File: src/common/dcache_pkg.sv
package dcache_pkg;
    // address layout, low field first
    localparam int WORD_W  = 32;
    localparam int BYT_W   = 2;
    localparam int BLK_W   = 1;
    localparam int IDX_W   = 3;
    localparam int TAG_W   = WORD_W - IDX_W - BLK_W - BYT_W;

    localparam int BLK_LSB = BYT_W;
    localparam int IDX_LSB = BLK_LSB + BLK_W;
    localparam int TAG_LSB = IDX_LSB + IDX_W;

    // geometry
    localparam int NUM_SETS   = 8;
    localparam int BLK_WORDS  = 2;
    localparam int NUM_FRAMES = 16;  // both ways, all sets

    typedef logic [WORD_W-1:0] word_t;
    typedef logic [TAG_W-1:0]  tag_t;
    typedef logic [IDX_W-1:0]  idx_t;

    // miss handling, write-back then fill
    typedef enum logic [2:0] {
        M_IDLE,
        M_WB1,
        M_WB2,
        M_LD1,
        M_LD2
    } miss_state_t;

    // flush walk on halt
    typedef enum logic [2:0] {
        F_IDLE,
        F_SCAN,
        F_WR1,
        F_WR2,
        F_DONE
    } flush_state_t;
endpackage

File: src/common/mem_bus_if.sv
interface mem_bus_if;
    import dcache_pkg::*;

    logic  ren;
    logic  wen;
    word_t addr;
    word_t store;
    word_t load;
    logic  dwait;  // high until the transfer is taken

    modport master (
        output ren,
        output wen,
        output addr,
        output store,
        input  load,
        input  dwait
    );

    modport slave (
        input  ren,
        input  wen,
        input  addr,
        input  store,
        output load,
        output dwait
    );
endinterface

File: src/common/frame_if.sv
interface frame_if;
    import dcache_pkg::*;

    // LRU way of the requested set
    tag_t                  victim_tag;
    word_t [BLK_WORDS-1:0] victim_data;
    logic                  victim_dirty;

    // frame picked by the flush walk
    logic                  sel_way;
    idx_t                  sel_idx;
    tag_t                  frame_tag;
    word_t [BLK_WORDS-1:0] frame_data;
    logic                  frame_dirty;

    // one fill word per cycle, tag and set come from the request
    logic                  fill_en;
    logic [BLK_W-1:0]      fill_word;
    word_t                 fill_data;

    modport store (
        output victim_tag, victim_data, victim_dirty,
        output frame_tag, frame_data, frame_dirty,
        input  sel_way, sel_idx,
        input  fill_en, fill_word, fill_data
    );

    modport miss (
        input  victim_tag, victim_data, victim_dirty,
        output fill_en, fill_word, fill_data
    );

    modport flush (
        input  frame_tag, frame_data, frame_dirty,
        output sel_way, sel_idx
    );
endinterface

File: src/hw/dcache/dcache_ways.sv
module dcache_ways (
    input  logic              CLK,
    input  logic              nRST,
    input  logic              dmem_ren,
    input  logic              dmem_wen,
    input  dcache_pkg::word_t dmem_addr,
    input  dcache_pkg::word_t dmem_store,
    input  logic              miss_busy,
    input  logic              flush_busy,
    output dcache_pkg::word_t dmem_load,
    output logic              dhit,
    output logic              miss,
    frame_if.store            miss_fi,
    frame_if.store            flush_fi
);
    import dcache_pkg::*;

    // storage indexed [way][set]
    logic [1:0][NUM_SETS-1:0] valid;
    logic [1:0][NUM_SETS-1:0] dirty;
    logic [NUM_SETS-1:0]      lru;  // way to replace next
    tag_t                     tags [2][NUM_SETS];
    word_t [BLK_WORDS-1:0]    data [2][NUM_SETS];

    tag_t             a_tag;
    idx_t             a_idx;
    logic [BLK_W-1:0] a_blk;
    logic             lookup;
    logic             hit0;
    logic             hit1;
    logic             hit_way;
    logic             vway;
    logic             wr_hit;
    logic             fill_last;

    assign a_tag = dmem_addr[TAG_LSB +: TAG_W];
    assign a_idx = dmem_addr[IDX_LSB +: IDX_W];
    assign a_blk = dmem_addr[BLK_LSB +: BLK_W];

    // no lookups while an engine owns the arrays
    assign lookup  = (dmem_ren || dmem_wen) && !miss_busy && !flush_busy;
    assign hit0    = valid[0][a_idx] && (tags[0][a_idx] == a_tag);
    assign hit1    = valid[1][a_idx] && (tags[1][a_idx] == a_tag);
    assign hit_way = !hit0;  // way 1 only if way 0 misses
    assign dhit    = lookup && (hit0 || hit1);
    assign miss    = lookup && !(hit0 || hit1);
    assign wr_hit  = dhit && dmem_wen;

    assign dmem_load = data[hit_way][a_idx][a_blk];

    assign vway      = lru[a_idx];
    assign fill_last = miss_fi.fill_en && (miss_fi.fill_word == BLK_W'(BLK_WORDS - 1));

    // victim offered to the miss engine
    assign miss_fi.victim_tag   = tags[vway][a_idx];
    assign miss_fi.victim_data  = data[vway][a_idx];
    assign miss_fi.victim_dirty = valid[vway][a_idx] && dirty[vway][a_idx];

    // frame picked by the flush engine
    assign flush_fi.frame_tag   = tags[flush_fi.sel_way][flush_fi.sel_idx];
    assign flush_fi.frame_data  = data[flush_fi.sel_way][flush_fi.sel_idx];
    assign flush_fi.frame_dirty = valid[flush_fi.sel_way][flush_fi.sel_idx]
                                && dirty[flush_fi.sel_way][flush_fi.sel_idx];

    // each port only carries its own half
    assign miss_fi.frame_tag     = '0;
    assign miss_fi.frame_data    = '0;
    assign miss_fi.frame_dirty   = 1'b0;
    assign flush_fi.victim_tag   = '0;
    assign flush_fi.victim_data  = '0;
    assign flush_fi.victim_dirty = 1'b0;

    always_ff @(posedge CLK, negedge nRST) begin
        if (!nRST) begin
            valid <= '0;
            dirty <= '0;
            lru   <= '0;
        end else begin
            if (dhit) begin
                lru[a_idx] <= ~hit_way;  // point at the other way
                if (dmem_wen) begin
                    dirty[hit_way][a_idx] <= 1'b1;
                end
            end
            if (fill_last) begin
                valid[vway][a_idx] <= 1'b1;
                dirty[vway][a_idx] <= 1'b0;
                lru[a_idx]         <= ~vway;
            end
        end
    end

    always_ff @(posedge CLK) begin
        if (wr_hit) begin
            data[hit_way][a_idx][a_blk] <= dmem_store;
        end
        if (miss_fi.fill_en) begin
            data[vway][a_idx][miss_fi.fill_word] <= miss_fi.fill_data;
        end
        // tag goes in with the last word
        if (fill_last) begin
            tags[vway][a_idx] <= a_tag;
        end
    end
endmodule

File: src/hw/dcache/miss_engine.sv
module miss_engine (
    input  logic              CLK,
    input  logic              nRST,
    input  logic              miss,
    input  dcache_pkg::word_t dmem_addr,
    output logic              miss_busy,
    frame_if.miss             fi,
    mem_bus_if.master         bus
);
    import dcache_pkg::*;

    miss_state_t      state;
    miss_state_t      next_state;
    logic [BLK_W-1:0] wsel;  // word of the block on the bus
    tag_t             req_tag;
    idx_t             req_idx;

    assign req_tag   = dmem_addr[TAG_LSB +: TAG_W];
    assign req_idx   = dmem_addr[IDX_LSB +: IDX_W];
    assign wsel      = BLK_W'(state == M_WB2 || state == M_LD2);
    assign miss_busy = (state != M_IDLE);

    always_ff @(posedge CLK, negedge nRST) begin
        if (!nRST) begin
            state <= M_IDLE;
        end else begin
            state <= next_state;
        end
    end

    // every bus state waits for dwait low
    always_comb begin
        next_state = state;
        case (state)
            M_IDLE: begin
                if (miss) begin
                    next_state = fi.victim_dirty ? M_WB1 : M_LD1;
                end
            end
            M_WB1: begin
                if (!bus.dwait) begin
                    next_state = M_WB2;
                end
            end
            M_WB2: begin
                if (!bus.dwait) begin
                    next_state = M_LD1;
                end
            end
            M_LD1: begin
                if (!bus.dwait) begin
                    next_state = M_LD2;
                end
            end
            M_LD2: begin
                if (!bus.dwait) begin
                    next_state = M_IDLE;
                end
            end
            default: next_state = M_IDLE;
        endcase
    end

    always_comb begin
        bus.ren    = 1'b0;
        bus.wen    = 1'b0;
        bus.addr   = {req_tag, req_idx, wsel, {BYT_W{1'b0}}};
        bus.store  = fi.victim_data[wsel];
        fi.fill_en = 1'b0;
        case (state)
            M_WB1, M_WB2: begin
                bus.wen  = 1'b1;
                bus.addr = {fi.victim_tag, req_idx, wsel, {BYT_W{1'b0}}};  // victim block
            end
            M_LD1, M_LD2: begin
                bus.ren    = 1'b1;
                fi.fill_en = !bus.dwait;  // write the word as it arrives
            end
            default: ;
        endcase
    end

    assign fi.fill_word = wsel;
    assign fi.fill_data = bus.load;
endmodule

File: src/hw/dcache/flush_engine.sv
module flush_engine (
    input  logic      CLK,
    input  logic      nRST,
    input  logic      halt,
    input  logic      miss_busy,
    output logic      flush_busy,
    output logic      flushed,
    frame_if.flush    fi,
    mem_bus_if.master bus
);
    import dcache_pkg::*;

    flush_state_t     state;
    flush_state_t     next_state;
    logic [4:0]       frame_cnt;  // way in bit 3, set below
    logic [4:0]       next_cnt;
    logic [BLK_W-1:0] wsel;
    logic             walk_end;

    assign fi.sel_way = frame_cnt[IDX_W];
    assign fi.sel_idx = frame_cnt[IDX_W-1:0];
    assign walk_end   = (frame_cnt == 5'(NUM_FRAMES));
    assign wsel       = BLK_W'(state == F_WR2);
    assign flush_busy = (state != F_IDLE);
    assign flushed    = (state == F_DONE);

    always_ff @(posedge CLK, negedge nRST) begin
        if (!nRST) begin
            state     <= F_IDLE;
            frame_cnt <= '0;
        end else begin
            state     <= next_state;
            frame_cnt <= next_cnt;
        end
    end

    always_comb begin
        next_state = state;
        next_cnt   = frame_cnt;
        case (state)
            F_IDLE: begin
                if (halt && !miss_busy) begin
                    next_state = F_SCAN;
                    next_cnt   = '0;
                end
            end
            F_SCAN: begin
                if (walk_end) begin
                    next_state = F_DONE;
                end else if (fi.frame_dirty) begin
                    next_state = F_WR1;
                end else begin
                    next_cnt = frame_cnt + 5'd1;  // clean frame, skip
                end
            end
            F_WR1: begin
                if (!bus.dwait) begin
                    next_state = F_WR2;
                end
            end
            F_WR2: begin
                if (!bus.dwait) begin
                    next_state = F_SCAN;
                    next_cnt   = frame_cnt + 5'd1;
                end
            end
            default: ;  // F_DONE holds until reset
        endcase
    end

    // write-only master, load is never used
    assign bus.ren   = 1'b0;
    assign bus.wen   = (state == F_WR1) || (state == F_WR2);
    assign bus.addr  = {fi.frame_tag, fi.sel_idx, wsel, {BYT_W{1'b0}}};
    assign bus.store = fi.frame_data[wsel];
endmodule

File: src/hw/mem_arbiter.sv
module mem_arbiter (
    input  logic              CLK,
    input  logic              nRST,
    input  dcache_pkg::word_t mem_load,
    input  logic              mem_wait,
    output logic              mem_ren,
    output logic              mem_wen,
    output dcache_pkg::word_t mem_addr,
    output dcache_pkg::word_t mem_store,
    mem_bus_if.slave          miss_bus,
    mem_bus_if.slave          flush_bus
);
    logic miss_req;
    logic flush_req;
    logic owner_vld;  // a transfer is in flight
    logic owner;      // 0 miss engine, 1 flush engine
    logic gnt;
    logic active;

    assign miss_req  = miss_bus.ren || miss_bus.wen;
    assign flush_req = flush_bus.ren || flush_bus.wen;

    // miss engine wins when nobody holds the port
    assign gnt    = owner_vld ? owner : !miss_req;
    assign active = owner_vld || miss_req || flush_req;

    assign mem_ren   = gnt ? flush_bus.ren   : miss_bus.ren;
    assign mem_wen   = gnt ? flush_bus.wen   : miss_bus.wen;
    assign mem_addr  = gnt ? flush_bus.addr  : miss_bus.addr;
    assign mem_store = gnt ? flush_bus.store : miss_bus.store;

    // loser sees wait high
    assign miss_bus.load   = gnt ? '0 : mem_load;
    assign miss_bus.dwait  = gnt ? 1'b1 : mem_wait;
    assign flush_bus.load  = gnt ? mem_load : '0;
    assign flush_bus.dwait = gnt ? mem_wait : 1'b1;

    always_ff @(posedge CLK, negedge nRST) begin
        if (!nRST) begin
            owner_vld <= 1'b0;
            owner     <= 1'b0;
        end else begin
            owner_vld <= active && mem_wait;  // released on completion
            owner     <= gnt;
        end
    end
endmodule

File: src/hw/dcache/dcache.sv
module dcache (
    input  logic              CLK,
    input  logic              nRST,
    input  logic              dmem_ren,
    input  logic              dmem_wen,
    input  dcache_pkg::word_t dmem_addr,
    input  dcache_pkg::word_t dmem_store,
    output dcache_pkg::word_t dmem_load,
    output logic              dhit,
    input  logic              halt,
    output logic              flushed,
    output logic              mem_ren,
    output logic              mem_wen,
    output dcache_pkg::word_t mem_addr,
    output dcache_pkg::word_t mem_store,
    input  dcache_pkg::word_t mem_load,
    input  logic              mem_wait
);
    logic miss;
    logic miss_busy;
    logic flush_busy;

    frame_if   miss_fi ();
    frame_if   flush_fi ();
    mem_bus_if miss_bus ();
    mem_bus_if flush_bus ();

    dcache_ways ways0 (
        .CLK        (CLK),
        .nRST       (nRST),
        .dmem_ren   (dmem_ren),
        .dmem_wen   (dmem_wen),
        .dmem_addr  (dmem_addr),
        .dmem_store (dmem_store),
        .miss_busy  (miss_busy),
        .flush_busy (flush_busy),
        .dmem_load  (dmem_load),
        .dhit       (dhit),
        .miss       (miss),
        .miss_fi    (miss_fi),
        .flush_fi   (flush_fi)
    );

    miss_engine miss0 (
        .CLK       (CLK),
        .nRST      (nRST),
        .miss      (miss),
        .dmem_addr (dmem_addr),
        .miss_busy (miss_busy),
        .fi        (miss_fi),
        .bus       (miss_bus)
    );

    flush_engine flush0 (
        .CLK        (CLK),
        .nRST       (nRST),
        .halt       (halt),
        .miss_busy  (miss_busy),
        .flush_busy (flush_busy),
        .flushed    (flushed),
        .fi         (flush_fi),
        .bus        (flush_bus)
    );

    mem_arbiter arb0 (
        .CLK       (CLK),
        .nRST      (nRST),
        .mem_load  (mem_load),
        .mem_wait  (mem_wait),
        .mem_ren   (mem_ren),
        .mem_wen   (mem_wen),
        .mem_addr  (mem_addr),
        .mem_store (mem_store),
        .miss_bus  (miss_bus),
        .flush_bus (flush_bus)
    );
endmodule

File: config.mk
export PLATFORM = sky130hd
export DESIGN_NAME = dcache
export DESIGN_NICKNAME = d
export VERILOG_FILES = /design/src/common/dcache_pkg.sv /design/src/common/mem_bus_if.sv /design/src/common/frame_if.sv /design/src/hw/dcache/dcache_ways.sv /design/src/hw/dcache/miss_engine.sv /design/src/hw/dcache/flush_engine.sv /design/src/hw/mem_arbiter.sv /design/src/hw/dcache/dcache.sv
export SDC_FILE = /design/constraint.sdc
export NUM_CORES = 2
export LEC_CHECK = 0
export BUFFER_PORTS_ARGS = -buffer_cell sky130_fd_sc_hd__buf_2
export CAP_MARGIN = 0
export CORE_MARGIN = 5
export CORE_UTILIZATION = 55
export CTS_CLUSTER_SIZE = 24
export DETAILED_ROUTE_END_ITERATION = 16
export PLACE_DENSITY = 0.72
export SYNTH_ARGS = -nofsm -noshare
export SYNTH_HDL_FRONTEND = slang
export SYNTH_SLANG_ARGS = --single-unit
File: constraint.sdc
create_clock -name CLK -period 13.1 [get_ports CLK]
set_input_delay 1.31 -clock CLK [delete_from_list [all_inputs] [get_ports CLK]]
set_output_delay 1.31 -clock CLK [all_outputs]
set_load 0.02 [all_outputs]
### Yosys cells after proc, flatten, opt, wreduce, memory -nomap -nowiden

Memory sizes are Yosys's and may differ from the RTL's.
Cells that the tools add are included.

* bits in registers: 53
* bits in writable memories: 1440
* input bits: 102
* output and inout port bits: 100
* memories kept: 2

Memories
* ways0.data: depth 2, width 512, read ports 3, clocked after Yosys merged registers in 0, write ports 1, RTL line dcache_ways.sv:23 `word_t [BLK_WORDS-1:0] data [2][NUM_SETS];`
* ways0.tags: depth 2, width 208, read ports 4, clocked after Yosys merged registers in 0, write ports 1, RTL line dcache_ways.sv:22 `tag_t tags [2][NUM_SETS];`

* $add $sub $neg: 1
* order comparisons: 16
* eq/ne operators: 22
* muxes and demuxes: 111
* bitwise logic cells: 7
* reduce and logical (&&, ||, !) cells: 43

Operators by type and width (count)
* $mux W512: 4
* $bmux W64 S3: 3
* $mux W64: 8
* $reduce_or A512 Y1: 1
* $demux W64 S3: 2
* $mux W32: 12
* $bmux W26 S3: 4
* $mux W26: 9
* $mux W208: 1
* $mux W8: 12
* $demux W26 S3: 1
* $demux W32 S1: 2
* $eq A26 B26 Y1: 2
* $mux W16: 3
* $or A16 B16 Y16: 2
* $mux W3: 10
* $bmux W1 S3: 7
* $mux W1: 20
* $mux W5: 4
* $logic_and A1 B1 Y1: 18
* $ne A2 B2 Y1 const B: 9
* $and A16 B16 Y16: 1
* $bwmux W8: 2
* $demux W8 S1: 2
* 28 further kinds: 61

### Logic depth before layout (Yosys ltp)

* word-level depth: 16
* gate-level depth with buffers: 20
* gate-level depth less buffers: 11

### Hierarchy

From an unflattened synthesis, not the netlist that was laid out.

* cell total of the unflattened synthesis: 6486
* area, all modules: 94948.6 um2

By module, submodules not included
* dcache_ways: times used 1, cells an instance 6062, area each 90828.4 um2
* miss_engine: times used 1, cells an instance 128, area each 1520.2 um2
* mem_arbiter: times used 1, cells an instance 159, area each 1386.3 um2
* flush_engine: times used 1, cells an instance 136, area each 1209.9 um2
* dcache: times used 1, cells an instance 1, area each 3.8 um2

### Worst setup path before layout

Ideal clock, no wire load.

* path type: in2reg
* start point: input dmem_addr[5]
* end point: memory ways0.data[0][0] (netlist bit), enable pin
* library setup time: 0.461 ns
* arrival: 6.525 ns
* required time: 12.639 ns
* slack: 6.114 ns
* stages on the path: 15
* buffers on the path: 5
* cell sequence: buf_2 -> buf_2 -> buf_2 -> buf_1 -> mux2_2 -> a22oi_1 -> nor2_1 -> a221oi_1 -> xor2_1 -> nand4_1 -> o41ai_2 -> nand3_1 -> o21a_1 -> clkbuf_1 -> nor3_1

* longest elaborated chain between the ends: 12

Ends and longest elaborated chain
* from (decl): RTL line dcache.sv:6 `input dcache_pkg::word_t dmem_addr,`
* parallel branches: the longest is 12 deep, another holds $ge A4 B4 Y1
* to (decl): RTL line dcache_ways.sv:23

Several ways; the timed one is not identified. The select of a mux whose other input is x is not followed.

### Final worst setup path

* start point: input dmem_addr[5]
* end point: output dmem_load[4]

* longest elaborated chain between the ends: 13

Ends and longest elaborated chain
* $not A3 Y4 (not written as such): RTL line dcache_ways.sv:42, dcache_ways.sv:49
* $bmux W26 S3: RTL line dcache_ways.sv:42 `assign hit0 = valid[0][a_idx] && (tags[0][a_idx] == a_tag);`
* $mux W26 (not written as such) (2 in series): RTL line dcache_ways.sv:42
* $eq A26 B26 Y1: RTL line dcache_ways.sv:42
* $logic_and A1 B1 Y1: RTL line dcache_ways.sv:42
* $logic_not A1 Y1: RTL line dcache_ways.sv:44 `assign hit_way = !hit0;`
* $mem_v2 Z2 W512
* $bmux W64 S3 (*): RTL line dcache_ways.sv:49 `assign dmem_load = data[hit_way][a_idx][a_blk];`
* $mux W64 (not written as such) (*) (2 in series): RTL line dcache_ways.sv:49
* $mux W32 (not written as such) (*) (2 in series): RTL line dcache_ways.sv:49
* to (decl): RTL line dcache.sv:8 `output dcache_pkg::word_t dmem_load,`

Every way passes the cells marked *; elsewhere a longest branch is shown, timed or not. The select of a mux whose other input is x is not followed.

==> impl_metrics.ini <==
[run_status]
status = finished clean

[worst_setup_path]
cp_data_required_time_ps = 11790
cpMaxStageDelayCell = and2_4
r2r_start = ways0.tags[0][152]
crit_fanout = 138
worstPathArrival_ps = 8370
startpoint_type = input pin
crit_chain = buf_4, buf_4, and2_4, buf_4, nand2_1, and4_1, nor4_1, nand4b_1, nor4_4, buf_4, buf_12, mux2i_1, o22ai_1, or4_1, a21oi_1, a21oi_1, buf_2
worstSetupPathType = input pin to output port
worst_setup_path_end_kind = output port
cp-startpoint = dmem_addr[5]
cp_common_cell = buf_4
slowest_delay_ps = 870

[sta]
report.final.slew_viol_count = 0
hold_ws_ps = 523
clock.fmax_mhz = 103
grt_setup_unrepaired = no
min_period_ps = 9680
setup_viol = 0
finClkSkew_ps = 32.7
period_share_pct = 73.9
slew_headroom_pct = 11.2
hold_viol = 0
tightest_slew_ps = 1330
setup_tns_ps = 0

[floorplan]
fp.coreArea_sq_um = 147000
rows = 141
die_y_microns = 395
initial_core_util_pct = 55.2
dieArea_sq_um = 156000
ios = 202
die_x_microns = 395

[final_layout]
nets = 5719
num-fill-cells = 10800
drive_above_1_share_pct = 25.9
area.growth.synth_to_final_pct = 10.0
final_core_util_pct = 60.7

[clocking]
postCtsSetupBuffers = 0
clock_latency_ps = 820
cts_tree = yes
cts_inserted_buffers = 157
ctsResizeCount = 0
clockBufferDepth = 3
cts_hold_buf = 0
clkTransAtPathRegs_ps = 60
cts.sinks = 1493
htreeDepth = 4
clock-root-buffer = clkbuf_16

[logic_synthesis]
ys_top_cells_by_area = edfxtp_1 53%, mux4_2 18%, mux2i_1 8.2%
synth_ff_type = edfxtp_1
netlist_top_cells_count = 1440 x edfxtp_1, 667 x mux4_2, 666 x mux2i_1
ys.warnings.count = 0
synth_area_per_cell_sq_um = 14.6
syn-cell-area_sq_um = 81400
yosysUniqueCellTypes = 75
synth_seq_area_share_pct = 54.8
synthCells = 5579
synth_top_area_share_pct = 53.1
yosysTopAreaCell = edfxtp_1
synth.most_common_cell = edfxtp_1
synthArstFlopShare_pct = 3.55
synth-edff-count = 1440
ys_ff_latch = 1493

[detailed_routing]
dr_total_vias = 58300
first_pass_iters = 6
vias_per_cell = 7.60
drc_errors = 0
drt_wl_total_microns = 281000
drtIter0Drc = 9478
antenna_left = 0
wl_per_cell_microns = 36.7

[job]
maxCapViolCount = 0

[pwr]
ir_drop_uv = 172
p_per_area_nw_per_um2 = 171
p_leak_nw = 28.8
p_total_mw = 15.3

[placement]
numPortBuffers = 197
place.gp.congestion = 0.902
dp_hpwl_microns = 158000

[global_route]
antenna_found_initial = 12
grt_max_degree = 154
grt.overflow.total = 0
grt_pass1_wl_microns = 401000
grt_usage_pct = 35.4
grt_pass1_vias = 56700

[hold_path]
worstHoldStart = ways0.lru[2]
min_path_type = flip-flop to flip-flop
[stage by stage]
stage / std cells / setup slack, ps / area, sq um
6_report: 7678 / 3420 / 89500
2_1_floorplan: 5580 / 6110 / 81400
3_5_place_dp: 7386 / 3680 / 84500
3_3_place_gp: 7386 / 3690 / 84500
5_1_grt: 7673 / 3380 / 89500
4_1_cts: 7673 / 3650 / 89500
[sequential cells by signal, indices dropped and copies added, names as in the netlist, 3 cells and up]
signal,flops
ways0.valid,16
ways0.lru,8
flush0.state,3
flush0.frame_cnt,5
ways0.data,1024
ways0.dirty,16
ways0.tags,416
miss0.state,3
[placed cells by master, fill, tap and decap left out, types with 16 or more instances in the layout]
cell type	count
edfxtp_1	1440
mux2i_1	665
clkbuf_1	24
o221ai_1	25
or2_2	20
nor2_1	91
nor4_1	84
clkinv_2	32
buf_4	144
nor2_4	37
o21ai_0	183
nand2_1	618
buf_2	193
xnor2_1	20
clkbuf_16	160
a221oi_1	29
nand3_1	23
a21oi_1	372
or4_1	44
mux2_2	135
o22ai_1	241
dfrtp_1	49
mux4_2	667
a31oi_1	20
xor2_1	17
a22oi_1	84
nor3_2	16
clkinv_1	40
[report_power, final]
part | internal, mW | total, mW | leakage [nW] | switching [mW]
sequential | 5.54 | 5.74 | 13.6 | 0.202
clock | 2.54 | 4.46 | 2.48 | 1.92
combinational | 1.95 | 5.09 | 12.7 | 3.15
[path summary, 6_finish.rpt]
kind                       slack, ps  cells past startpoint             endpoint
setup / recovery                3420                     17         dmem_load[4]
hold / removal                   520                      2         ways0.lru[2]
setup reg to reg                6310                     14   ways0.data[0][309]
hold reg to reg                  520                      2         ways0.lru[2]
max in group asynchronous      11940                      2  flush0.frame_cnt[0]
min in group asynchronous        630                      2      flush0.state[1]
[routing by layer]
metal	routed length, microns	vias up	part of all wire [%]	track usage, %
met2	128000	5163	46	54.1
met3	38300	1270	14	9.21
met5	89	-	0.032	0
met1	92900	29000	33	45.2
li1	-	22900	-	-
met4	22100	14	7.8	23.1
[worst max-delay path, delay by kind of cell]
kind,cells,cell delay (ps)
AO/OA/AOI/OAI,3,420
AND/OR/NAND/NOR,7,3490
multiplexers,1,280
buffers and inverters,6,2540
[cells by family (layout without fill, tap and decap cells)]
| group | count (synthesis) | after routing | share of synthesized area [%] |
|---|---|---|---|
| other cells | 1 | 7 | 0.00461 |
| simple gates | 1025 | 1025 | 5.64 |
| mux | 1476 | 1476 | 28.6 |
| flops | 1493 | 1493 | 54.8 |
| buf+inv | 496 | 659 | 2.79 |
| xor+xnor | 37 | 37 | 0.398 |
| fa+ha+maj | 2 | 2 | 0.0307 |
| compound gates | 1049 | 1049 | 7.75 |
[cell type report]
cell class                      instances  area [sq um]  area share, %
Sequential cell                      1493         44600           49.8
Clock buffer                          184          4090           4.57
Timing Repair Buffer                  353          2350           2.63
Antenna cell                            5          12.5         0.0140
Tap cell                             1930          2410           2.70
Multi-Input combinational cell       3591         35100           39.1
Inverter                               19          76.3         0.0852
Clock inverter                        103           957           1.07
Power figures use the tool's default switching activity.
